$ cat src/dcache_cfg_pkg.sv
package dcache_cfg_pkg;

    ////////////////////
    // address split: tag | index | offset
    localparam int ADDR_W  = 34;
    localparam int TAG_W   = 24;    // bits 33..10
    localparam int INDEX_W = 5;     // bits 9..5
    localparam int OFF_W   = 5;     // bits 4..0

    ////////////////////
    // organisation
    localparam int SETS    = 32;
    localparam int WAYS    = 8;
    localparam int WAY_W   = 3;
    localparam int WORD_W  = 32;
    localparam int WORDS   = 8;     // words per line
    localparam int LINE_W  = 256;

    // tree pseudo-LRU, one tree per set
    localparam int PLRU_W  = 7;

    ////////////////////
    // store side
    localparam int MASK_W  = 4;     // one bit per byte of the word
    localparam int SIDX_W  = 6;

endpackage
$ cat src/dcache_proto_pkg.sv
package dcache_proto_pkg;

    ////////////////////
    // one cache line
    // words view for load select and writeback,
    // bytes view for the masked store merge
    typedef union packed {
        logic [dcache_cfg_pkg::WORDS-1:0][dcache_cfg_pkg::WORD_W-1:0] words;
        logic [dcache_cfg_pkg::LINE_W/8-1:0][7:0]                    bytes;
    } line_u;

    ////////////////////
    // controller states
    localparam logic [2:0] ST_IDLE   = 3'd0;   // ready for a request
    localparam logic [2:0] ST_LOOKUP = 3'd1;   // tag compare
    localparam logic [2:0] ST_WB     = 3'd2;   // dirty victim out
    localparam logic [2:0] ST_MISS   = 3'd3;   // waiting on L2
    localparam logic [2:0] ST_RESP   = 3'd4;   // response pulse

endpackage

$ cat src/dcache_array_if.sv
`timescale 1ns/1ps

// controller <-> tag/state array
interface tag_port_if;
    logic [dcache_cfg_pkg::INDEX_W-1:0] index;
    logic [dcache_cfg_pkg::TAG_W-1:0]   tag;
    logic                               lookup;         // plru touch on hit
    logic                               fill;
    logic [dcache_cfg_pkg::WAY_W-1:0]   fill_way;
    logic                               fill_dirty;     // store refill lands dirty
    logic                               set_dirty;
    logic [dcache_cfg_pkg::WAY_W-1:0]   set_dirty_way;
    logic                               hit;
    logic [dcache_cfg_pkg::WAY_W-1:0]   hit_way;
    logic [dcache_cfg_pkg::WAY_W-1:0]   victim_way;
    logic                               victim_valid;
    logic                               victim_dirty;
    logic [dcache_cfg_pkg::TAG_W-1:0]   victim_tag;

    modport ctrl (output index, tag, lookup, fill, fill_way, fill_dirty, set_dirty,
                  set_dirty_way,
                  input hit, hit_way, victim_way, victim_valid, victim_dirty, victim_tag);
    modport array (input index, tag, lookup, fill, fill_way, fill_dirty, set_dirty,
                   set_dirty_way,
                   output hit, hit_way, victim_way, victim_valid, victim_dirty, victim_tag);
endinterface

// controller <-> line storage
interface data_port_if;
    logic [dcache_cfg_pkg::INDEX_W-1:0]         index;
    logic [dcache_cfg_pkg::WAY_W-1:0]           way;        // write way
    logic [dcache_cfg_pkg::WAY_W-1:0]           rd_way;
    logic                                       refill_we;
    dcache_proto_pkg::line_u                    refill_line;
    logic                                       word_we;
    logic [$clog2(dcache_cfg_pkg::WORDS)-1:0]   word_sel;
    logic [dcache_cfg_pkg::WORD_W-1:0]          word_data;
    logic [dcache_cfg_pkg::MASK_W-1:0]          byte_mask;
    dcache_proto_pkg::line_u                    rd_line;

    modport ctrl (output index, way, rd_way, refill_we, refill_line, word_we, word_sel,
                  word_data, byte_mask, input rd_line);
    modport array (input index, way, rd_way, refill_we, refill_line, word_we, word_sel,
                   word_data, byte_mask, output rd_line);
endinterface

$ cat src/dcache_ctrl.sv
`timescale 1ns/1ps

module dcache_ctrl (
    input  logic                                w_Selector2_fire_2,
    input  logic                                rstn,
    input  logic                                i_req_valid,
    input  logic                                i_req_load,
    input  logic [dcache_cfg_pkg::ADDR_W-1:0]   i_req_addr,
    input  logic [dcache_cfg_pkg::WORD_W-1:0]   i_store_data,
    input  logic [dcache_cfg_pkg::MASK_W-1:0]   i_store_mask,
    input  logic [dcache_cfg_pkg::SIDX_W-1:0]   i_store_index,
    input  logic                                i_l2_refill_valid,
    input  dcache_proto_pkg::line_u             i_l2_refill_line,
    output logic                                o_req_ready,
    output logic                                o_load_valid,
    output logic                                o_store_done,
    output logic                                o_wb_valid,
    output logic                                o_miss_valid,
    output logic [dcache_cfg_pkg::WORD_W-1:0]   o_load_data,
    output logic [dcache_cfg_pkg::SIDX_W-1:0]   o_store_index,
    output logic [dcache_cfg_pkg::ADDR_W-1:0]   o_wb_addr,
    output logic [dcache_cfg_pkg::ADDR_W-1:0]   o_miss_addr,
    output dcache_proto_pkg::line_u             o_wb_line,
    tag_port_if.ctrl                            o_tag,
    data_port_if.ctrl                           o_data
);

    logic [2:0]                               state_q;
    logic [2:0]                               state_d;
    logic                                     load_q;
    logic [dcache_cfg_pkg::ADDR_W-1:0]        addr_q;
    logic [dcache_cfg_pkg::WORD_W-1:0]        st_data_q;
    logic [dcache_cfg_pkg::MASK_W-1:0]        st_mask_q;
    logic [dcache_cfg_pkg::SIDX_W-1:0]        st_idx_q;
    logic [dcache_cfg_pkg::WAY_W-1:0]         vic_way_q;
    logic [dcache_cfg_pkg::TAG_W-1:0]         vic_tag_q;
    logic [dcache_cfg_pkg::WORD_W-1:0]        ld_word_q;
    logic [dcache_cfg_pkg::INDEX_W-1:0]       index;
    logic [dcache_cfg_pkg::TAG_W-1:0]         tag;
    logic [$clog2(dcache_cfg_pkg::WORDS)-1:0] word_sel;
    logic                                     in_lookup;
    logic                                     hit_now;
    logic                                     refill_now;

    assign index    = addr_q[dcache_cfg_pkg::OFF_W +: dcache_cfg_pkg::INDEX_W];
    assign tag      = addr_q[dcache_cfg_pkg::ADDR_W-1 -: dcache_cfg_pkg::TAG_W];
    assign word_sel = addr_q[dcache_cfg_pkg::OFF_W-1 : $clog2(dcache_cfg_pkg::MASK_W)];

    assign in_lookup  = (state_q == dcache_proto_pkg::ST_LOOKUP);
    assign hit_now    = in_lookup && o_tag.hit;
    assign refill_now = (state_q == dcache_proto_pkg::ST_MISS) && i_l2_refill_valid;

    ////////////////////
    // FSM
    always_comb begin
        state_d = state_q;
        case (state_q)
            dcache_proto_pkg::ST_IDLE:   if (i_req_valid) state_d = dcache_proto_pkg::ST_LOOKUP;
            dcache_proto_pkg::ST_LOOKUP: begin
                if (o_tag.hit)
                    state_d = dcache_proto_pkg::ST_RESP;
                else if (o_tag.victim_valid && o_tag.victim_dirty)
                    state_d = dcache_proto_pkg::ST_WB;  // evict first
                else
                    state_d = dcache_proto_pkg::ST_MISS;
            end
            dcache_proto_pkg::ST_WB:     state_d = dcache_proto_pkg::ST_MISS;
            dcache_proto_pkg::ST_MISS:   if (i_l2_refill_valid) state_d = dcache_proto_pkg::ST_RESP;
            default:                     state_d = dcache_proto_pkg::ST_IDLE;
        endcase
    end

    always_ff @(posedge w_Selector2_fire_2 or negedge rstn) begin
        if (!rstn) begin
            state_q <= dcache_proto_pkg::ST_IDLE;
        end else begin
            state_q <= state_d;
        end
    end

    ////////////////////
    // request, victim and load word
    always_ff @(posedge w_Selector2_fire_2) begin
        if (o_req_ready && i_req_valid) begin
            load_q    <= i_req_load;
            addr_q    <= i_req_addr;
            st_data_q <= i_store_data;
            st_mask_q <= i_store_mask;
            st_idx_q  <= i_store_index;
        end
        if (in_lookup) begin
            vic_way_q <= o_tag.victim_way;
            vic_tag_q <= o_tag.victim_tag;
        end
        if (hit_now)
            ld_word_q <= o_data.rd_line.words[word_sel];
        else if (refill_now)
            ld_word_q <= i_l2_refill_line.words[word_sel];   // answered from the refill
    end

    // tag side
    assign o_tag.index         = index;
    assign o_tag.tag           = tag;
    assign o_tag.lookup        = in_lookup;
    assign o_tag.fill          = refill_now;
    assign o_tag.fill_way      = vic_way_q;
    assign o_tag.fill_dirty    = !load_q;
    assign o_tag.set_dirty     = hit_now && !load_q;
    assign o_tag.set_dirty_way = o_tag.hit_way;

    // data side
    assign o_data.index       = index;
    assign o_data.way         = in_lookup ? o_tag.hit_way : vic_way_q;
    assign o_data.rd_way      = in_lookup ? o_tag.hit_way : vic_way_q;
    assign o_data.refill_we   = refill_now;
    assign o_data.refill_line = i_l2_refill_line;
    assign o_data.word_we     = !load_q && (hit_now || refill_now);
    assign o_data.word_sel    = word_sel;
    assign o_data.word_data   = st_data_q;
    assign o_data.byte_mask   = st_mask_q;

    ////////////////////
    // outputs
    assign o_req_ready   = (state_q == dcache_proto_pkg::ST_IDLE);
    assign o_load_valid  = (state_q == dcache_proto_pkg::ST_RESP) && load_q;
    assign o_store_done  = (state_q == dcache_proto_pkg::ST_RESP) && !load_q;
    assign o_load_data   = ld_word_q;
    assign o_store_index = st_idx_q;
    assign o_wb_valid    = (state_q == dcache_proto_pkg::ST_WB);
    assign o_wb_addr     = {vic_tag_q, index, {dcache_cfg_pkg::OFF_W{1'b0}}};
    assign o_wb_line     = o_data.rd_line;                  // victim way read
    assign o_miss_valid  = (state_q == dcache_proto_pkg::ST_MISS);
    assign o_miss_addr   = {tag, index, {dcache_cfg_pkg::OFF_W{1'b0}}};

    // the refilled line is not in the set yet
    a_refill_no_hit: assert property (@(posedge w_Selector2_fire_2) disable iff (!rstn)
        refill_now |-> !o_tag.hit)
        else $error("dcache_ctrl: refill of a line already present in set %0d", index);

endmodule

$ cat src/flat_wrapper.sv
// flat-port wrapper written by rule: the top's interface ports become plain ports
module dcache_ctrl_flat 
  (w_Selector2_fire_2, rstn, i_req_valid, i_req_load, i_req_addr, i_store_data, i_store_mask, i_store_index, i_l2_refill_valid, i_l2_refill_line, o_req_ready, o_load_valid, o_store_done, o_wb_valid, o_miss_valid, o_load_data, o_store_index, o_wb_addr, o_miss_addr, o_wb_line, o_tag_index, o_tag_tag, o_tag_lookup, o_tag_fill, o_tag_fill_way, o_tag_fill_dirty, o_tag_set_dirty, o_tag_set_dirty_way, o_tag_hit, o_tag_hit_way, o_tag_victim_way, o_tag_victim_valid, o_tag_victim_dirty, o_tag_victim_tag, o_data_index, o_data_way, o_data_rd_way, o_data_refill_we, o_data_refill_line, o_data_word_we, o_data_word_sel, o_data_word_data, o_data_byte_mask, o_data_rd_line);
  tag_port_if o_tag_i ();
  data_port_if o_data_i ();
  input  logic w_Selector2_fire_2;
  input  logic rstn;
  input  logic i_req_valid;
  input  logic i_req_load;
  input  logic [dcache_cfg_pkg::ADDR_W-1:0] i_req_addr;
  input  logic [dcache_cfg_pkg::WORD_W-1:0] i_store_data;
  input  logic [dcache_cfg_pkg::MASK_W-1:0] i_store_mask;
  input  logic [dcache_cfg_pkg::SIDX_W-1:0] i_store_index;
  input  logic i_l2_refill_valid;
  input  dcache_proto_pkg::line_u i_l2_refill_line;
  output logic o_req_ready;
  output logic o_load_valid;
  output logic o_store_done;
  output logic o_wb_valid;
  output logic o_miss_valid;
  output logic [dcache_cfg_pkg::WORD_W-1:0] o_load_data;
  output logic [dcache_cfg_pkg::SIDX_W-1:0] o_store_index;
  output logic [dcache_cfg_pkg::ADDR_W-1:0] o_wb_addr;
  output logic [dcache_cfg_pkg::ADDR_W-1:0] o_miss_addr;
  output dcache_proto_pkg::line_u o_wb_line;
  output wire logic [$bits(o_tag_i.index)-1:0] o_tag_index;
  output wire logic [$bits(o_tag_i.tag)-1:0] o_tag_tag;
  output wire logic [$bits(o_tag_i.lookup)-1:0] o_tag_lookup;
  output wire logic [$bits(o_tag_i.fill)-1:0] o_tag_fill;
  output wire logic [$bits(o_tag_i.fill_way)-1:0] o_tag_fill_way;
  output wire logic [$bits(o_tag_i.fill_dirty)-1:0] o_tag_fill_dirty;
  output wire logic [$bits(o_tag_i.set_dirty)-1:0] o_tag_set_dirty;
  output wire logic [$bits(o_tag_i.set_dirty_way)-1:0] o_tag_set_dirty_way;
  input wire logic [$bits(o_tag_i.hit)-1:0] o_tag_hit;
  input wire logic [$bits(o_tag_i.hit_way)-1:0] o_tag_hit_way;
  input wire logic [$bits(o_tag_i.victim_way)-1:0] o_tag_victim_way;
  input wire logic [$bits(o_tag_i.victim_valid)-1:0] o_tag_victim_valid;
  input wire logic [$bits(o_tag_i.victim_dirty)-1:0] o_tag_victim_dirty;
  input wire logic [$bits(o_tag_i.victim_tag)-1:0] o_tag_victim_tag;
  output wire logic [$bits(o_data_i.index)-1:0] o_data_index;
  output wire logic [$bits(o_data_i.way)-1:0] o_data_way;
  output wire logic [$bits(o_data_i.rd_way)-1:0] o_data_rd_way;
  output wire logic [$bits(o_data_i.refill_we)-1:0] o_data_refill_we;
  output wire logic [$bits(o_data_i.refill_line)-1:0] o_data_refill_line;
  output wire logic [$bits(o_data_i.word_we)-1:0] o_data_word_we;
  output wire logic [$bits(o_data_i.word_sel)-1:0] o_data_word_sel;
  output wire logic [$bits(o_data_i.word_data)-1:0] o_data_word_data;
  output wire logic [$bits(o_data_i.byte_mask)-1:0] o_data_byte_mask;
  input wire logic [$bits(o_data_i.rd_line)-1:0] o_data_rd_line;
  assign o_tag_index = o_tag_i.index;
  assign o_tag_tag = o_tag_i.tag;
  assign o_tag_lookup = o_tag_i.lookup;
  assign o_tag_fill = o_tag_i.fill;
  assign o_tag_fill_way = o_tag_i.fill_way;
  assign o_tag_fill_dirty = o_tag_i.fill_dirty;
  assign o_tag_set_dirty = o_tag_i.set_dirty;
  assign o_tag_set_dirty_way = o_tag_i.set_dirty_way;
  assign o_tag_i.hit = o_tag_hit;
  assign o_tag_i.hit_way = o_tag_hit_way;
  assign o_tag_i.victim_way = o_tag_victim_way;
  assign o_tag_i.victim_valid = o_tag_victim_valid;
  assign o_tag_i.victim_dirty = o_tag_victim_dirty;
  assign o_tag_i.victim_tag = o_tag_victim_tag;
  assign o_data_index = o_data_i.index;
  assign o_data_way = o_data_i.way;
  assign o_data_rd_way = o_data_i.rd_way;
  assign o_data_refill_we = o_data_i.refill_we;
  assign o_data_refill_line = o_data_i.refill_line;
  assign o_data_word_we = o_data_i.word_we;
  assign o_data_word_sel = o_data_i.word_sel;
  assign o_data_word_data = o_data_i.word_data;
  assign o_data_byte_mask = o_data_i.byte_mask;
  assign o_data_i.rd_line = o_data_rd_line;
  dcache_ctrl u_core (.w_Selector2_fire_2(w_Selector2_fire_2), .rstn(rstn), .i_req_valid(i_req_valid), .i_req_load(i_req_load), .i_req_addr(i_req_addr), .i_store_data(i_store_data), .i_store_mask(i_store_mask), .i_store_index(i_store_index), .i_l2_refill_valid(i_l2_refill_valid), .i_l2_refill_line(i_l2_refill_line), .o_req_ready(o_req_ready), .o_load_valid(o_load_valid), .o_store_done(o_store_done), .o_wb_valid(o_wb_valid), .o_miss_valid(o_miss_valid), .o_load_data(o_load_data), .o_store_index(o_store_index), .o_wb_addr(o_wb_addr), .o_miss_addr(o_miss_addr), .o_wb_line(o_wb_line), .o_tag(o_tag_i), .o_data(o_data_i));
endmodule
$ cat config.mk
export PLATFORM = sky130hd
export DESIGN_NAME = dcache_ctrl_flat
export DESIGN_NICKNAME = d
export VERILOG_FILES = /design/src/dcache_cfg_pkg.sv /design/src/dcache_proto_pkg.sv /design/src/dcache_array_if.sv /design/src/dcache_ctrl.sv /design/src/flat_wrapper.sv
export SDC_FILE = /design/constraint.sdc
export NUM_CORES = 1
export LEC_CHECK = 0
export BUFFER_PORTS_ARGS = -buffer_cell sky130_fd_sc_hd__buf_2
export CELL_PAD_IN_SITES_DETAIL_PLACEMENT = 1
export CELL_PAD_IN_SITES_GLOBAL_PLACEMENT = 1
export CORE_AREA = 2 2 528 530
export CTS_CLUSTER_DIAMETER = 40
export CTS_CLUSTER_SIZE = 24
export DETAILED_ROUTE_END_ITERATION = 12
export DIE_AREA = 0 0 530 532
export PLACE_DENSITY = 0.3
export SYNTH_ARGS = -nofsm -noshare
export SYNTH_HDL_FRONTEND = slang
export SYNTH_SLANG_ARGS = --single-unit
$ cat constraint.sdc
create_clock -name w_Selector2_fire_2 -period 3.54 [get_ports w_Selector2_fire_2]
set_input_delay 0.708 -clock w_Selector2_fire_2 [delete_from_list [all_inputs] [get_ports w_Selector2_fire_2]]
set_output_delay 0.708 -clock w_Selector2_fire_2 [all_outputs]
set_load 0.05 [all_outputs]
* After elaboration in Yosys (flattened, before gate mapping)
Cells that the tools add are included.
Word-level totals: output and inout bits 714, register bits 139, word-level logic and storage cells 41, bits of input ports 626
Cells by class: mux-type cells 12, equality and inequality tests 6, reduce and logical (&&, ||, !) cells 13, magnitude comparators 1
Operators by type and width (number):
- 32-bit binary-select mux with 3-bit select | 2
- 32-bit two-way mux | 4
- 3-bit two-way mux | 4
- 3-bit case mux with 4 select lines | 1
- 1-bit logical AND | 8
- 3-bit by 2-bit == test with 1-bit output, second input constant | 2
- 3-bit by 4-bit less-than comparator with 1-bit output, second input constant | 1
- 2-bit != test, second input constant | 2
- 3-bit by 1-bit == test with 1-bit output, second input constant | 1
- 3-bit == test, second input constant | 1
- 3-bit zero test | 1
- 2-bit AND reduction | 1
- 2-bit nonzero test | 1
- 1-bit zero test | 1
- 1-bit logical OR | 1
- 1-bit two-way mux | 1

* Longest topological paths before layout
depth after elaboration 4, depth in mapped cells 6, mapped depth without buffers 3

* Worst setup path before layout
No wires, ideal clock.
kind flip-flop to flip-flop, start point register u_core.state_q[1], end point register u_core.addr_q[10] (netlist name) (enable), data required time 3.099 ns, path buffers 1, arrival time 3.616 ns, period minus slack after synthesis 4.057 ns, library setup time 0.441 ns, stages on the path, launching flop included 4, path slack -0.517 ns, path through dfrtp_1 clkbuf_1 nor3_1 and2_1
Between the ends: longest elaborated chain between the ends 2
RTL lines:
- from (decl) | line dcache_ctrl.sv:28 | logic [2:0] state_q;
- from (signal assigned) | line dcache_ctrl.sv:75 | state_q <= dcache_proto_pkg::ST_IDLE;
- from (signal assigned) | line dcache_ctrl.sv:77 | state_q <= state_d;
- 3-bit zero test | line dcache_ctrl.sv:124 | assign o_req_ready = (state_q == dcache_proto_pkg::ST_IDLE);
- net o_req_ready | line flat_wrapper.sv:16 | output logic o_req_ready;
- 1-bit logical AND | line dcache_ctrl.sv:84 | if (o_req_ready && i_req_valid) begin
- to (signal assigned) | line dcache_ctrl.sv:86 | addr_q <= i_req_addr;
- to (decl) | line dcache_ctrl.sv:31 | logic [dcache_cfg_pkg::ADDR_W-1:0] addr_q;
The timed path passes the listed nets, and every way through them passes these cells. A chain may end at the register's enable or synchronous reset.

* Worst setup path after layout
start point register u_core.state_q[0], end point output o_data_way[1]
Between the ends: longest elaborated chain between the ends 2
RTL lines:
- 3-bit by 1-bit == test with 1-bit output | line dcache_ctrl.sv:49 | assign in_lookup = (state_q == dcache_proto_pkg::ST_LOOKUP);
- 3-bit two-way mux | line dcache_ctrl.sv:113 | assign o_data.way = in_lookup ? o_tag.hit_way : vic_way_q;
- to (decl) | line flat_wrapper.sv:41 | output wire logic [$bits(o_data_i.way)-1:0] o_data_way;
No other way between the ends.

==> impl_metrics.csv <==
group,metric,value,unit
synthesis,yosysWarnings,0,
final_layout,layout_commonest_cell,"buf_2",
synthesis,post_synth.cell_area_avg,11.6,um2
setup_path,r2r_end,"u_core.o_load_data[6]",
clocking,clockBufferDepth,3,
setup_path,crit_fanout,10,
setup_path,crit_path_end_kind,"output pin",
setup_path,start_kind,"flop",
clocking,post_cts_resized,0,
drt,drc_errors,0,
clocking,clkSinkCount,137,
placement,gp_congestion,0.929,
drt,wire_per_inst,27.4,um
setup_path,crit_required,2.83,ns
sta,fin_tns_setup,0,ns
sta,period_needed,3.16,ns
sta,whs,0.302,ns
hold_path,worstHoldStart,"i_req_addr[18]",
synthesis,synthCells,1084,
setup_path,path_class,"reg2out",
power_and_ir_drop,p_leak,0.00823,uW
synthesis,yosys.area_share.simple,7.58,%
setup_path,cp.arrival,2.46,ns
global_route,grt_overflow_total,0,
placement,dp_hpwl,137,mm
setup_path,r2r_slack,1.08,ns
synthesis,synth-seq-cells,137,
clocking,clock_tree.root_cell,"clkbuf_16",
synthesis,synth_fa_ha_area_share,0,%
sta,hold_viol_final,0,
final_layout,mostFrequentLayoutCells,"buf_2 (1327), edfxtp_1 (134), mux4_2 (128), nand3_1 (128), nand4_1 (32)",
synthesis,synth_xor_area_share,0,%
final_layout,syn_to_final_growth,62.6,%
hold_path,hold_path_depth,1,
sta,clock_skew,0.0431,ns
synthesis,synth-seq-area-share,32.6,%
clocking,path_clk_slew,0.10,ns
synthesis,yosys.area.top_type,"buf_4",
run_status,status,"finished, final reports clean",
drt,first_pass_iters,5,
synthesis,synth_compound_area_share,0.278,%
sta,rsz0062_at_grt,"no",
synthesis,synthMuxAreaShare,23.2,%
sta,fin_crit_sh,89.4,%
setup_path,r2r-start,"u_core.addr_q[2]",
sta,tightest_slew,1.00,ns
drt,detail_route.wirelength,153,mm
floorplan,rows,193,
power_and_ir_drop,power.density,626,nW/um2
global_route,grt_pass1_vias,13100,
placement,io_buffers,1327,
drt,antenna_left,0,
clocking,cts_made_buffers,25,
final_layout,num-fill-cells,33000,
final_layout,final_area,20500,um2
drt,via_per_inst,2.26,
final_layout,nNetsFinal,2471,
placement,dpl_cell_area,19700,um2
floorplan,chipWidth,530,um
clocking,cts_max_level,4,
floorplan,initial_utilization,4.57,%
sta,final_max_slew_viol_count,0,
clocking,post-cts-setup-buffer-count,0,
floorplan,die_area,282000,um2
floorplan,ioPinCount,1340,
global_route,grt_pass1_wl,181,mm
clocking,cts_tree,"yes",
drt,drt-initial-drc-count,684,
clocking,hold_buffers,1,
sta,timing.fmax,0.316,GHz
final_layout,drive_above_1_share,81.9,%
synthesis,synth_top_family_by_area,"buffers and inverters",
synthesis,synth.area.top_cells,"buf_4 (34%), edfxtp_1 (32%), mux4_2 (23%), nand3_1 (5.1%), nand4_1 (1.6%)",
setup_path,worstRegToRegCells,6,
synthesis,synth_top_area_share,34.4,%
global_route,grt_antenna_before_repair,69,
floorplan,die_h,532,um
sta,finalSetupViolCount,0,
run,drv_cap,0,
hold_path,holdPathEnd,"u_core.addr_q[18]",
drt,vias,12600,
global_route,grt_max_degree,76,
global_route,gr-usage-all-layers,10.4,%
power_and_ir_drop,max-vdd-ir-drop,0.210,mV
sta,slew_headroom,33.1,%
synthesis,syn_area,12600,um2
clocking,clock_latency,0.58,ns
floorplan,fp.coreArea,276000,um2
synthesis,ys_types,26,
hold_path,holdCritPathClass,"in2reg",
cell families (layout without fill, tap and decap cells):
group                  count (synthesis)  in the layout
and+or+nand+nor                      181            181
buffers and inverters                628           1386
muxes                                131            131
DFF                                  137            137
other                                  1             35
AOI/OAI and AO/OA                      6              6
power breakdown:
group / total (uW) / internal [uW] / switching, uW
sequential: 2640 / 2400 / 245
combinational: 7610 / 1720 / 5890
clock: 2570 / 1410 / 1150
metal layers:
layer | GRT usage (%) | part of all wire [%] | vias up
li1 | - | - | 4939
met1 | 10.6 | 35 | 6347
met2 | 16.5 | 45 | 1118
met3 | 7.61 | 17 | 171
met4 | 2.99 | 2.8 | 28
met5 | 0 | 0.14 | -
cell usage after synthesis, drive strengths merged:
| master | instances |
|---|---|
| clkbuf | 16 |
| a22oi | 1 |
| dfrtp | 3 |
| and2 | 3 |
| nand4 | 32 |
| nor2 | 7 |
| nor4bb | 1 |
| buf | 609 |
| nor3 | 3 |
| inv | 3 |
| a211oi | 1 |
| conb | 1 |
| o21ai | 1 |
| and3 | 2 |
| nand4bb | 1 |
| edfxtp | 134 |
| nand3 | 128 |
| mux4 | 128 |
| a21oi | 3 |
| nand2 | 2 |
| nand2b | 2 |
| mux2 | 3 |
stage by stage:
stage / util [%] / setup WS [ns] / instances / total power [uW]
after floorplan: - / 0.250 / 1093 / 7770
after global placement: 7.14 / 0.916 / 5522 / 10600
after detailed placement: 7.14 / 0.903 / 5522 / 10600
after CTS: 7.40 / 0.233 / 5556 / 13400
after global routing: 7.41 / 0.179 / 5568 / 13600
final: 7.42 / 0.375 / 5581 / 12800
cell type report:
| cell class | count | area [um2] | area share, % |
|---|---|---|---|
| Clock buffer | 25 | 626 | 3.06 |
| Inverter | 3 | 13.8 | 0.0672 |
| Multi-Input combinational cell | 328 | 3990 | 19.5 |
| Clock inverter | 8 | 86.3 | 0.422 |
| Sequential cell | 137 | 4100 | 20.0 |
| Antenna cell | 25 | 62.6 | 0.306 |
| Tap cell | 3705 | 4640 | 22.6 |
| Timing Repair Buffer | 1350 | 6950 | 34.0 |
worst max path at each step:
stage | cells after the start | startpoint | slack [ns] | to
2_1_floorplan | 3 | u_core.state_q[1] | 0.25 | u_core.addr_q[10]
3_3_place_gp | 4 | u_core.state_q[0] | 0.92 | o_data_rd_way[2]
3_5_place_dp | 4 | u_core.state_q[0] | 0.90 | o_data_way[1]
4_1_cts | 4 | u_core.state_q[0] | 0.23 | o_data_way[1]
5_1_grt | 4 | u_core.state_q[0] | 0.18 | o_data_way[1]
6_report | 4 | u_core.state_q[0] | 0.38 | o_data_way[1]
critical path, cell delays in order, from the launching register on:
cell and delay [ns]:
dfrtp_1 0.57, nand2b_1 0.26, nor2_1 0.45, mux2_2 0.41, buf_2 0.21
state kept, by name (all words and copies together) (netlist names):
signal,cells
u_core.load_q,1
u_core.o_store_index,6
u_core.addr_q,32
u_core.o_data.byte_mask,4
u_core.state_q,3
u_core.vic_tag_q,24
u_core.o_data.word_data,32
u_core.o_tag.fill_way,3
u_core.o_load_data,32
Note: power is estimated with default switching activity, not from simulation.
